===== config.mk =====
export PLATFORM = sky130hd
export DESIGN_NAME = loopFilter
export DESIGN_NICKNAME = d
export VERILOG_FILES = /design/src/hdl/loopPkg.sv /design/src/hdl/leadGain.sv /design/src/hdl/integralPath.sv /design/src/hdl/gainScheduler.sv /design/src/hdl/dwellTimer.sv /design/src/hdl/loopFilter.sv
export SDC_FILE = /design/constraint.sdc
export NUM_CORES = 1
export LEC_CHECK = 0
export ABC_AREA = 0
export BUFFER_PORTS_ARGS = -buffer_cell sky130_fd_sc_hd__buf_2
export CAP_MARGIN = 0
export CELL_PAD_IN_SITES_DETAIL_PLACEMENT = 1
export CELL_PAD_IN_SITES_GLOBAL_PLACEMENT = 2
export CORE_MARGIN = 1.5
export CORE_UTILIZATION = 40
export CTS_CLUSTER_DIAMETER = 60
export DETAILED_ROUTE_END_ITERATION = 8
export GPL_TIMING_DRIVEN = 0
export PLACE_DENSITY_LB_ADDON = 0.1
export SLEW_MARGIN = 20
export SYNTH_ARGS = -nofsm -noshare
export SYNTH_HDL_FRONTEND = slang
export SYNTH_SLANG_ARGS = --single-unit
export TNS_END_PERCENT = 5

===== constraint.sdc =====
create_clock -name clk -period 17.2 [get_ports clk]
set_clock_uncertainty 0.15 [all_clocks]
set_input_delay 3.44 -clock clk [delete_from_list [all_inputs] [get_ports clk]]
set_output_delay 3.44 -clock clk [all_outputs]
set_load 0.005 [all_outputs]

===== src/hdl/loopPkg.sv =====
//////////////////////////////////////////////////
// Shared definitions of the carrier loop filter
//   Phase error, gain exponent and loop word types
//   Gain scheduler state encoding
//   Saturation limits of the 40-bit loop word
//////////////////////////////////////////////////

package loopPkg;

    localparam int ERROR_W = 8;   // Phase detector output width
    localparam int EXP_W = 5;
    localparam int LOOP_W = 40;   // NCO control word width

    // Signed phase error, one per sample strobe
    typedef logic signed [ERROR_W-1:0] errorT;

    // Power-of-two gain exponent, 0 turns the path off
    typedef logic [EXP_W-1:0] expT;

    // Lead word, lag accumulator and filter output
    typedef logic signed [LOOP_W-1:0] loopWordT;

    // Gain scheduler states
    typedef enum logic [1:0] {
        ACQUIRE = 2'd0,   // Wide gains while pulling in
        TRACK = 2'd1,     // Narrow gains once locked
        HOLD = 2'd2       // Both paths stopped
    } loopStateT;

    // Largest and smallest signed loop words
    localparam loopWordT LOOP_MAX = {1'b0, {(LOOP_W - 1){1'b1}}};
    localparam loopWordT LOOP_MIN = {1'b1, {(LOOP_W - 1){1'b0}}};

endpackage


===== src/hdl/leadGain.sv =====
//////////////////////////////////////////////////
// Proportional (lead) path of the loop filter
//   Error scaled by a power-of-two exponent
//   Registered into a 40-bit lead word
//////////////////////////////////////////////////

`timescale 1ns/10ps

module leadGain (
    input  logic              clk,
    input  logic              reset,
    input  logic              clkEn,
    input  loopPkg::errorT    error,
    input  loopPkg::expT      leadExp,
    output loopPkg::loopWordT leadError
);

    logic [5:0] leadShift;         // Needs 6 bits, exponent 31 shifts by 32
    loopPkg::loopWordT errorExt;

    // Exponent n places the error n+1 bits up
    assign leadShift = {1'b0, leadExp} + 6'd1;
    assign errorExt = loopPkg::loopWordT'(error);   // Sign extension

    always_ff @(posedge clk) begin
        if (reset) begin
            leadError <= '0;
        end else if (clkEn) begin
            if (leadExp == '0) begin
                leadError <= '0;   // Lead path off
            end else begin
                leadError <= errorExt <<< leadShift;
            end
        end
    end

    // An exponent of zero must leave nothing in the lead word on the next step
    leadOffClears: assert property (
        @(posedge clk) disable iff (reset)
        (clkEn && leadExp == '0) |=> (leadError == '0)
    ) else $error("leadError not cleared after leadExp of zero");

endmodule


===== src/hdl/integralPath.sv =====
//////////////////////////////////////////////////
// Integral (lag) path of the loop filter
//   Saturating lag accumulator
//   Saturating sum of lead word and lag accumulator
//   into the registered filter output
//////////////////////////////////////////////////

`timescale 1ns/10ps

module integralPath (
    input  logic              clk,
    input  logic              reset,
    input  logic              clkEn,
    input  loopPkg::errorT    error,
    input  loopPkg::expT      lagExp,
    input  loopPkg::loopWordT leadError,
    output loopPkg::loopWordT loopOut
);

    loopPkg::loopWordT lagAcc;
    loopPkg::loopWordT lagStep;     // Scaled error added each step
    logic [5:0] lagShift;

    // Signed add clamped to the loop word range
    function automatic loopPkg::loopWordT satAdd(
        input loopPkg::loopWordT a,
        input loopPkg::loopWordT b
    );
        logic [40:0] sum;
        sum = {a[39], a} + {b[39], b};
        // Top two bits differ only on overflow
        if (sum[40] != sum[39]) begin
            return sum[40] ? loopPkg::LOOP_MIN : loopPkg::LOOP_MAX;
        end
        return sum[39:0];
    endfunction

    assign lagShift = {1'b0, lagExp} + 6'd1;

    always_comb begin
        if (lagExp == '0) begin
            lagStep = '0;   // Integrator holds
        end else begin
            lagStep = loopPkg::loopWordT'(error) <<< lagShift;
        end
    end

    always_ff @(posedge clk) begin
        if (reset) begin
            lagAcc <= '0;
            loopOut <= '0;
        end else if (clkEn) begin
            lagAcc <= satAdd(lagAcc, lagStep);
            loopOut <= satAdd(leadError, lagAcc);   // Old lagAcc, aligned with leadError
        end
    end

    // Frozen or off lag path must keep the integrator value across the step
    lagHoldsWhenOff: assert property (
        @(posedge clk) disable iff (reset)
        (clkEn && lagExp == '0) |=> $stable(lagAcc)
    ) else $error("lagAcc changed while lagExp was zero");

endmodule


===== src/hdl/gainScheduler.sv =====
//////////////////////////////////////////////////
// Gain scheduler of the loop filter
//   ACQUIRE / TRACK / HOLD state machine
//   Lead and lag exponent selection
//   Dwell timer enable
//////////////////////////////////////////////////

`timescale 1ns/10ps

module gainScheduler (
    input  logic               clk,
    input  logic               reset,
    input  logic               clkEn,
    input  logic               lockDetect,
    input  logic               freeze,
    input  loopPkg::expT       acqLeadExp,
    input  loopPkg::expT       acqLagExp,
    input  loopPkg::expT       trkLeadExp,
    input  loopPkg::expT       trkLagExp,
    input  logic               dwellDone,
    output logic               timerRun,
    output loopPkg::expT       leadExp,
    output loopPkg::expT       lagExp,
    output loopPkg::loopStateT loopState
);

    loopPkg::loopStateT state;
    loopPkg::loopStateT nextState;

    assign loopState = state;

    // Dwell only counts while still acquiring with lock present
    assign timerRun = (state == loopPkg::ACQUIRE) && lockDetect;

    always_comb begin
        nextState = state;
        if (freeze) begin
            nextState = loopPkg::HOLD;   // Freeze wins in every state
        end else begin
            case (state)
                loopPkg::ACQUIRE: begin
                    if (dwellDone) begin
                        nextState = loopPkg::TRACK;
                    end
                end
                loopPkg::TRACK: begin
                    if (!lockDetect) begin
                        nextState = loopPkg::ACQUIRE;   // Lock lost, widen again
                    end
                end
                default: nextState = loopPkg::ACQUIRE;
            endcase
        end
    end

    // Exponents follow the current state, not the next one
    always_comb begin
        case (state)
            loopPkg::ACQUIRE: begin
                leadExp = acqLeadExp;
                lagExp = acqLagExp;
            end
            loopPkg::TRACK: begin
                leadExp = trkLeadExp;
                lagExp = trkLagExp;
            end
            default: begin
                leadExp = '0;   // HOLD stops both paths
                lagExp = '0;
            end
        endcase
    end

    always_ff @(posedge clk) begin
        if (reset) begin
            state <= loopPkg::ACQUIRE;
        end else if (clkEn) begin
            state <= nextState;
        end
    end

    trackOnlyFromAcquire: assert property (
        @(posedge clk) disable iff (reset)
        (state == loopPkg::TRACK && $past(state) != loopPkg::TRACK)
            |-> ($past(state) == loopPkg::ACQUIRE)
    ) else $error("TRACK entered from a state other than ACQUIRE");

endmodule


===== src/hdl/dwellTimer.sv =====
//////////////////////////////////////////////////
// Lock dwell timer
//   Counts consecutive locked sample strobes
//   Flags the last strobe of the dwell
//////////////////////////////////////////////////

`timescale 1ns/10ps

module dwellTimer #(
    parameter int DWELL_LEN = 16   // Strobes of lock before tracking, 2 or more
) (
    input  logic clk,
    input  logic reset,
    input  logic clkEn,
    input  logic timerRun,
    output logic dwellDone
);

    localparam int CNT_W = $clog2(DWELL_LEN);
    localparam logic [CNT_W-1:0] LAST = CNT_W'(DWELL_LEN - 1);

    logic [CNT_W-1:0] count;

    assign dwellDone = timerRun && (count == LAST);

    always_ff @(posedge clk) begin
        if (reset) begin
            count <= '0;
        end else if (clkEn) begin
            if (!timerRun || dwellDone) begin
                count <= '0;   // Lock dropped or dwell complete
            end else begin
                count <= count + 1'b1;
            end
        end
    end

    countInRange: assert property (
        @(posedge clk) disable iff (reset)
        count <= LAST
    ) else $error("dwell count past DWELL_LEN-1");

endmodule


===== src/hdl/loopFilter.sv =====
//////////////////////////////////////////////////
// Carrier recovery loop filter, top level
//   Gain scheduler and dwell timer
//   Lead path and lag path into the NCO control word
//////////////////////////////////////////////////

`timescale 1ns/10ps

module loopFilter #(
    parameter int DWELL_LEN = 16
) (
    input  logic               clk,
    input  logic               reset,
    input  logic               clkEn,        // Sample strobe
    input  loopPkg::errorT     error,
    input  logic               lockDetect,
    input  logic               freeze,
    input  loopPkg::expT       acqLeadExp,
    input  loopPkg::expT       acqLagExp,
    input  loopPkg::expT       trkLeadExp,
    input  loopPkg::expT       trkLagExp,
    output loopPkg::loopWordT  loopOut,      // To the NCO
    output loopPkg::loopStateT loopState
);

    loopPkg::expT leadExp;
    loopPkg::expT lagExp;
    loopPkg::loopWordT leadError;
    logic timerRun;
    logic dwellDone;

    gainScheduler gainScheduler_inst (
        .clk        (clk),
        .reset      (reset),
        .clkEn      (clkEn),
        .lockDetect (lockDetect),
        .freeze     (freeze),
        .acqLeadExp (acqLeadExp),
        .acqLagExp  (acqLagExp),
        .trkLeadExp (trkLeadExp),
        .trkLagExp  (trkLagExp),
        .dwellDone  (dwellDone),
        .timerRun   (timerRun),
        .leadExp    (leadExp),
        .lagExp     (lagExp),
        .loopState  (loopState)
    );

    dwellTimer #(
        .DWELL_LEN (DWELL_LEN)
    ) dwellTimer_inst (
        .clk       (clk),
        .reset     (reset),
        .clkEn     (clkEn),
        .timerRun  (timerRun),
        .dwellDone (dwellDone)
    );

    leadGain leadGain_inst (
        .clk       (clk),
        .reset     (reset),
        .clkEn     (clkEn),
        .error     (error),
        .leadExp   (leadExp),
        .leadError (leadError)
    );

    // Lag path also forms the output sum
    integralPath integralPath_inst (
        .clk       (clk),
        .reset     (reset),
        .clkEn     (clkEn),
        .error     (error),
        .lagExp    (lagExp),
        .leadError (leadError),
        .loopOut   (loopOut)
    );

endmodule


==> flow_summary_export.csv, run 1 <==
group,metric,value,unit
status,status,"finished, final reports clean",
worst_setup_path,start_kind,"input port",
min_path,whs_endpoint,"integralPath_inst.loopOut[38]",
sta,max_slew_margin,0.2641,
clocking,root_buffer,"clkbuf_16",
synth,synth_flop_cell,"dfxtp_1",
detailed_routing,route.antenna.remaining_nets,0,
power_and_ir_drop,p_per_area,108.9,nW/um^2
place,io_buffers,73,
synth,synth_area_per_cell,7.451,um^2
final_layout,nNetsFinal,1776,
floorplan,rows,62,
synth,synth-seq-cells,126,
power_and_ir_drop,p_comb_frac,0.480,
detailed_routing,firstDrtPassIters,6,
clocking,cts_buffer_depth,2,
synth,netlist_area,11650,um^2
min_path,hp-class,"register to register",
clocking,ctsResizeCount,0,
power_and_ir_drop,p_sw,0.6368,mW
detailed_routing,drc,0,
synth,yosysWarnings,0,
grt,grt_pass1_wl,69850,um
sta,min_period_over_period,0.5579,
sta,setup-violations-final,0,
grt,grt_use_total,0.2993,
synth,synth_top_cell_area_share,0.2166,
worst_setup_path,worstPathRequired,17.36,ns
power_and_ir_drop,pwr-share-seq,0.259,
worst_setup_path,reg2regPathDepth,24,
worst_setup_path,worstPathArrival,9.75,ns
grt,gr-total-overflow,0,
synth,yosysTopAreaCell,"dfxtp_1",
detailed_routing,drt_wl_total,45090,um
synth,async_flop_share,0,
detailed_routing,routedWlPerCell,21.96,um
sta,rsz0062_at_grt,"no",
floorplan,initial_core_util,0.4058,
grt,antenna_found_initial,0,
synth,syn_nets,1683,
floorplan,core,28700,um^2
detailed_routing,routed-via-count,12200,
power_and_ir_drop,ir_drop,0.06320,mV
place,dp.cells,2021,
final_layout,synthToLayoutAreaGrowth,12.42,%
worst_setup_path,regToRegSetupSlack,9.87,ns
power_and_ir_drop,total_leakage_power,5.457,nW
place,gp_congestion,0.9568,
sta,worst_slew_pin_slew,1.104,ns
grt,grt_max_degree,17,
final_layout,final_cells,2053,
min_path,hold_path_depth,2,
sta,min_period,9.596,ns
synth,synth_edf_count,0,
power_and_ir_drop,clockPowerShare,0.261,
grt,grt_pass1_vias,12260,
sta,hold_viol_final,0,
final_layout,final_common_cell,"nor2_1",
synth,synth.top_cells.by_area,"dfxtp_1, ha_1, a21oi_1",
sta,maxSlewViolCount,0,
detailed_routing,via_per_inst,5.940,
sta,setup_tns,0,ns
clocking,cts_hold_buffers,0,
clocking,postCtsSetupBuffers,0,
final_layout,drive_gt1_frac,0.09706,
clocking,htreeDepth,4,
worst_setup_path,crit_type,"input port to register",
clocking,cts-buffers-inserted,17,
floorplan,die_w,173.6,um
power_and_ir_drop,p_sw_frac,0.4466,
sta,max_freq,104.2,MHz
power_and_ir_drop,power.internal,0.7891,mW
clocking,clk_latency,0.45,ns
clocking,clkSinkCount,126,
run,drv_cap,0,
synth,syn_inst,1563,
detailed_routing,drt-initial-drc-count,723,
floorplan,fp.dieH,173.6,um
floorplan,dieArea,30150,um^2
synth,synth_cell_types,71,
worst_setup_path,path_max_fanout,10,
worst_setup_path,r2r-start,"gainScheduler_inst.loopState[0]",
floorplan,pin_count,75,
final_layout,num_antenna_cells,0,
worst_setup_path,endpoint_kind,"register",
min_path,hp-start,"integralPath_inst.loopOut[38]",
clocking,path_clk_slew,0.07,ns
final_layout,final_cell_mix,"nor2_1, a21oi_1, dfxtp_1, nand2_1, o21ai_0",
worst_setup_path,reg2reg_to,"integralPath_inst.lagAcc[26]",
synth,seq_area_frac_synth,0.2166,
clocking,cts_tree,"done",
place,dp_hpwl,36640,um
worst max-delay path, cell delays in order:
cell,delay (ns)
buf_2,0.08
mux2i_1,0.05
or2_2,0.31
clkbuf_1,0.26
ha_1,0.35
clkbuf_1,0.28
clkbuf_1,0.38
mux2i_1,0.28
nand2_1,0.07
o21ai_0,0.16
mux2i_1,0.16
a211oi_1,0.40
ha_1,0.39
and4_1,0.24
a311oi_1,0.43
o21ai_0,0.22
a31oi_1,0.37
nor4b_1,0.13
o21ai_1,0.65
clkbuf_1,0.47
buf_2,0.31
o31ai_1,0.10
nand3_1,0.13
a21oi_1,0.09
logic make-up after synthesis:
logic type                 count (synthesis)  synth area share
AOI/OAI and AO/OA                        537            0.2994
xor gates and xnor gates                  79           0.05941
buffers and inverters                    127           0.04265
DFF                                      126            0.2166
and+or+nand+nor                          503            0.1965
adders and majority gates                139            0.1405
muxes                                     52           0.04491
routing by layer:
layer / global-route usage / share of wire
met2: 0.5074 / 0.47
met5: 0 / 0
met3: 0.03355 / 0.034
met1: 0.4015 / 0.48
met4: 0.08297 / 0.022
power by group through the flow:
stage          clock network, mW  logic, mW  registers (mW)
5_1_grt                    0.387      0.751           0.372
6_report                   0.372      0.684           0.369
4_1_cts                    0.377      0.678           0.370
2_1_floorplan                  0      0.491           0.354
3_5_place_dp                   0      0.674           0.376
3_3_place_gp                   0      0.662           0.376
through the flow:
stage               utilization  instance area [um^2]  setup slack, ns  hold WS [ns]  total power [mW]
floorplan                     -                 11650            8.369        0.2947            0.8457
global placement         0.4352                 12490            6.392        0.3067             1.037
detailed placement       0.4356                 12500            7.208        0.3150             1.050
CTS                      0.4561                 13090            7.670        0.3257             1.424
global route             0.4561                 13090            7.100        0.3406             1.510
finish                   0.4561                 13090            7.604        0.3200             1.426
cell usage after synthesis (3+ instances only):
master and count:
a2111oi_0 5, a211o_1 6, a211oi_1 58, a211oi_2 10, a21boi_0 4, a21o_1 51
a21oi_1 169, a21oi_2 3, a22oi_1 22, a311oi_1 8, a31o_2 3, a31oi_1 15
and2_1 9, and3_1 19, and4_1 5, buf_1 5, buf_2 10, clkbuf_1 84
dfxtp_1 126, ha_1 85, inv_1 25, maj3_1 42, maj3_2 10, mux2i_1 50
nand2_1 113, nand2b_1 11, nand3_1 54, nand4_1 13, nor2_1 205, nor2b_1 17
nor3_1 21, nor4b_1 3, o211ai_1 6, o21a_1 10, o21ai_0 91, o21ai_1 4
o21bai_1 11, o22ai_1 8, o2bb2ai_1 3, o31ai_1 28, or2_2 13, or3_1 11
xnor2_1 40, xor2_1 39
how the worst max path moves through the flow:
stage,start,end,slack (ns),depth (start not counted)
6_report,trkLagExp[0],integralPath_inst.lagAcc[26],7.60,24
5_1_grt,trkLagExp[0],integralPath_inst.lagAcc[26],7.10,24
4_1_cts,trkLagExp[0],integralPath_inst.lagAcc[26],7.67,24
3_5_place_dp,trkLagExp[0],integralPath_inst.lagAcc[26],7.21,24
3_3_place_gp,trkLagExp[0],integralPath_inst.lagAcc[26],6.39,23
2_1_floorplan,trkLagExp[0],integralPath_inst.lagAcc[13],8.37,22
final cells by class:
cell class / count / area [um^2]
Fill cell: 3698 / 15610
Sequential cell: 126 / 2522
Clock buffer: 17 / 425.4
Timing Repair Buffer: 74 / 370.4
Inverter: 27 / 101.3
Tap cell: 384 / 480.5
Clock inverter: 15 / 163.9
Multi-Input combinational cell: 1310 / 8633
Buffer: 100 / 395.4
registers in the layout, summed over array words and instances, names as in the netlist:
name                          count
dwellTimer_inst.count             4
gainScheduler_inst.loopState      2
integralPath_inst.lagAcc         40
integralPath_inst.loopOut        40
leadGain_inst.leadError          40
Note: power is estimated with default switching activity, not from simulation.
==> run 2, diff against run 1 <==
--- a/config.mk
+++ b/config.mk
@@ -11,7 +11,7 @@
 export CELL_PAD_IN_SITES_DETAIL_PLACEMENT = 1
 export CELL_PAD_IN_SITES_GLOBAL_PLACEMENT = 2
 export CORE_MARGIN = 1.5
-export CORE_UTILIZATION = 40
+export CORE_UTILIZATION = 37
 export CTS_CLUSTER_DIAMETER = 60
 export DETAILED_ROUTE_END_ITERATION = 8
 export GPL_TIMING_DRIVEN = 0
==> constraint.sdc (replaced) <==
create_clock -name clk -period 9.5 [get_ports clk]
set_clock_uncertainty 0.15 [all_clocks]
set_input_delay 1.9 -clock clk [delete_from_list [all_inputs] [get_ports clk]]
set_output_delay 1.9 -clock clk [all_outputs]
set_load 0.005 [all_outputs]
==> flow_summary_export.csv, run 2 (synthesis results as in run 1) <==
group,metric,value,unit
status,status,"finished, final reports clean",
clocking,root_buffer,"clkbuf_16",
worst_setup_path,reg2regPathDepth,24,
power_and_ir_drop,ir_drop,0.1366,mV
detailed_routing,via_per_inst,5.908,
sta,min_period_over_period,0.8587,
detailed_routing,route.antenna.remaining_nets,0,
grt,grt_pass1_wl,70770,um
run,drv_cap,0,
power_and_ir_drop,p_comb_frac,0.484,
min_path,whs_endpoint,"leadGain_inst.leadError[25]",
final_layout,nNetsFinal,1776,
sta,max_slew_margin,0.2440,
sta,hold_ws,0.3200,ns
detailed_routing,firstDrtPassIters,7,
place,io_buffers,73,
final_layout,final_area,13080,um^2
worst_setup_path,endpoint_kind,"register",
final_layout,num_antenna_cells,0,
power_and_ir_drop,p_per_area,195.1,nW/um^2
grt,grt_use_total,0.2822,
floorplan,pin_count,75,
power_and_ir_drop,p_sw,1.135,mW
grt,gr-total-overflow,0,
min_path,hp-start,"leadGain_inst.leadError[25]",
min_path,hold_path_depth,2,
place,place_ws,0.9848,ns
grt,antenna_found_initial,0,
min_path,hp-class,"register to register",
clocking,cts-buffers-inserted,17,
place,placedInstanceArea,12520,um^2
floorplan,initial_core_util,0.3787,
clocking,cts_tree,"done",
final_layout,final_common_cell,"nor2_1",
final_layout,drive_gt1_frac,0.09646,
sta,hold_viol_final,0,
final_layout,synthToLayoutAreaGrowth,12.33,%
floorplan,die_w,180.4,um
clocking,ctsResizeCount,0,
power_and_ir_drop,clockPowerShare,0.252,
final_layout,final_cell_mix,"nor2_1, a21oi_1, dfxtp_1, nand2_1, o21ai_0",
worst_setup_path,r2r-start,"gainScheduler_inst.loopState[0]",
worst_setup_path,regToRegSetupSlack,2.05,ns
worst_setup_path,path_max_fanout,10,
clocking,postCtsSetupBuffers,0,
worst_setup_path,worstPathRequired,9.66,ns
detailed_routing,routed-via-count,12200,
grt,grt_max_degree,17,
detailed_routing,drc,0,
floorplan,rows,64,
clocking,htreeDepth,4,
final_layout,n_fill_cell,3940,
power_and_ir_drop,total_leakage_power,5.431,nW
sta,rsz0062_at_grt,"no",
sta,worst_slew_pin_slew,1.134,ns
grt,grt_pass1_vias,12110,
sta,setup-violations-final,0,
power_and_ir_drop,p_sw_frac,0.4446,
worst_setup_path,crit_type,"input port to register",
floorplan,core,30750,um^2
sta,setup_tns,0,ns
floorplan,dieArea,32550,um^2
clocking,clk_latency,0.45,ns
place,dp_hpwl,37110,um
sta,max_freq,122.6,MHz
final_layout,final_core_util,0.4255,
detailed_routing,routedWlPerCell,22.17,um
detailed_routing,drt-initial-drc-count,809,
power_and_ir_drop,pwr-share-seq,0.263,
power_and_ir_drop,power.internal,1.417,mW
sta,min_period,8.158,ns
clocking,cts_buffer_depth,2,
detailed_routing,drt_wl_total,45790,um
worst_setup_path,reg2reg_to,"integralPath_inst.lagAcc[26]",
worst_setup_path,start_kind,"input port",
clocking,path_clk_slew,0.06,ns
sta,setup_ws,1.342,ns
sta,maxSlewViolCount,0,
clocking,clkSinkCount,126,
final_layout,top_regs,"integralPath_inst.lagAcc (40), integralPath_inst.loopOut (40), leadGain_inst.leadError (40)",
floorplan,fp.dieH,180.4,um
worst_setup_path,worstPathArrival,8.32,ns
clocking,cts_hold_buffers,0,
place,gp_congestion,0.9661,
[run 2: cell types whose count changed in the layout (fill, tap and decap cells not counted), sizes merged]
cell,change
inv,-8
clkbuf,+1
clkinvlp,+3
clkinv,+4
[run 2: area by class of cell]
| cell class | instances | area, um^2 | share of cell area |
|---|---|---|---|
| clock inverter | 14 | 135.1 | 0.01033 |
| inverter | 27 | 101.3 | 0.007747 |
| multi-input combinational | 1310 | 8633 | 0.6599 |
| clock buffer | 18 | 429.2 | 0.03280 |
| tap | 396 | 495.5 | 0.03787 |
| buffer | 100 | 395.4 | 0.03022 |
| timing repair buffer | 74 | 370.4 | 0.02831 |
| sequential | 126 | 2522 | 0.1928 |
[run 2: power by group through the flow]
stage / combinational [mW] / sequential, mW / clock (mW)
2_1_floorplan: 0.890 / 0.642 / 0
3_3_place_gp: 1.20 / 0.684 / 0
3_5_place_dp: 1.22 / 0.685 / 0
4_1_cts: 1.23 / 0.674 / 0.653
5_1_grt: 1.36 / 0.677 / 0.681
6_report: 1.24 / 0.672 / 0.644
[run 2: how the worst max path moves through the flow]
stage	startpoint	end	slack, ns	depth (start not counted)
detailed placement	trkLagExp[0]	integralPath_inst.lagAcc[26]	0.98	24
floorplan	trkLagExp[0]	integralPath_inst.lagAcc[13]	2.21	22
global placement	trkLagExp[0]	integralPath_inst.lagAcc[26]	0.42	23
global route	acqLagExp[0]	integralPath_inst.lagAcc[26]	0.84	24
CTS	trkLagExp[0]	integralPath_inst.lagAcc[26]	1.44	24
finish	trkLagExp[0]	integralPath_inst.lagAcc[26]	1.34	24
[run 2: per-layer routing]
metal  routed length [um]  vias to the layer above  global-route usage
li1                     -                     5928                   -
met1                21760                     5989              0.3810
met2                21200                      233              0.4699
met3                 1818                       50             0.03941
met4                 1003                        0             0.07496
met5                    0                        -                   0
[run 2: metrics by stage]
step	power (mW)	std cells
after floorplan	1.531	1563
after global placement	1.886	2032
after detailed placement	1.904	2033
after CTS	2.556	2065
after global routing	2.720	2065
final	2.552	2065
[run 2: worst max-delay path, cell delays in order]
cell and delay (ns):
buf_2 0.07, mux2i_1 0.05, or2_2 0.31, clkbuf_1 0.26
ha_1 0.35, clkbuf_1 0.27, clkbuf_1 0.38, mux2i_1 0.31
nand2_1 0.08, o21ai_0 0.19, mux2i_1 0.18, a211oi_1 0.44
ha_1 0.40, and4_1 0.23, a311oi_1 0.40, o21ai_0 0.22
a31oi_1 0.42, nor4b_1 0.14, o21ai_1 0.63, clkbuf_1 0.47
buf_2 0.30, o31ai_1 0.10, nand3_1 0.13, a21oi_1 0.08
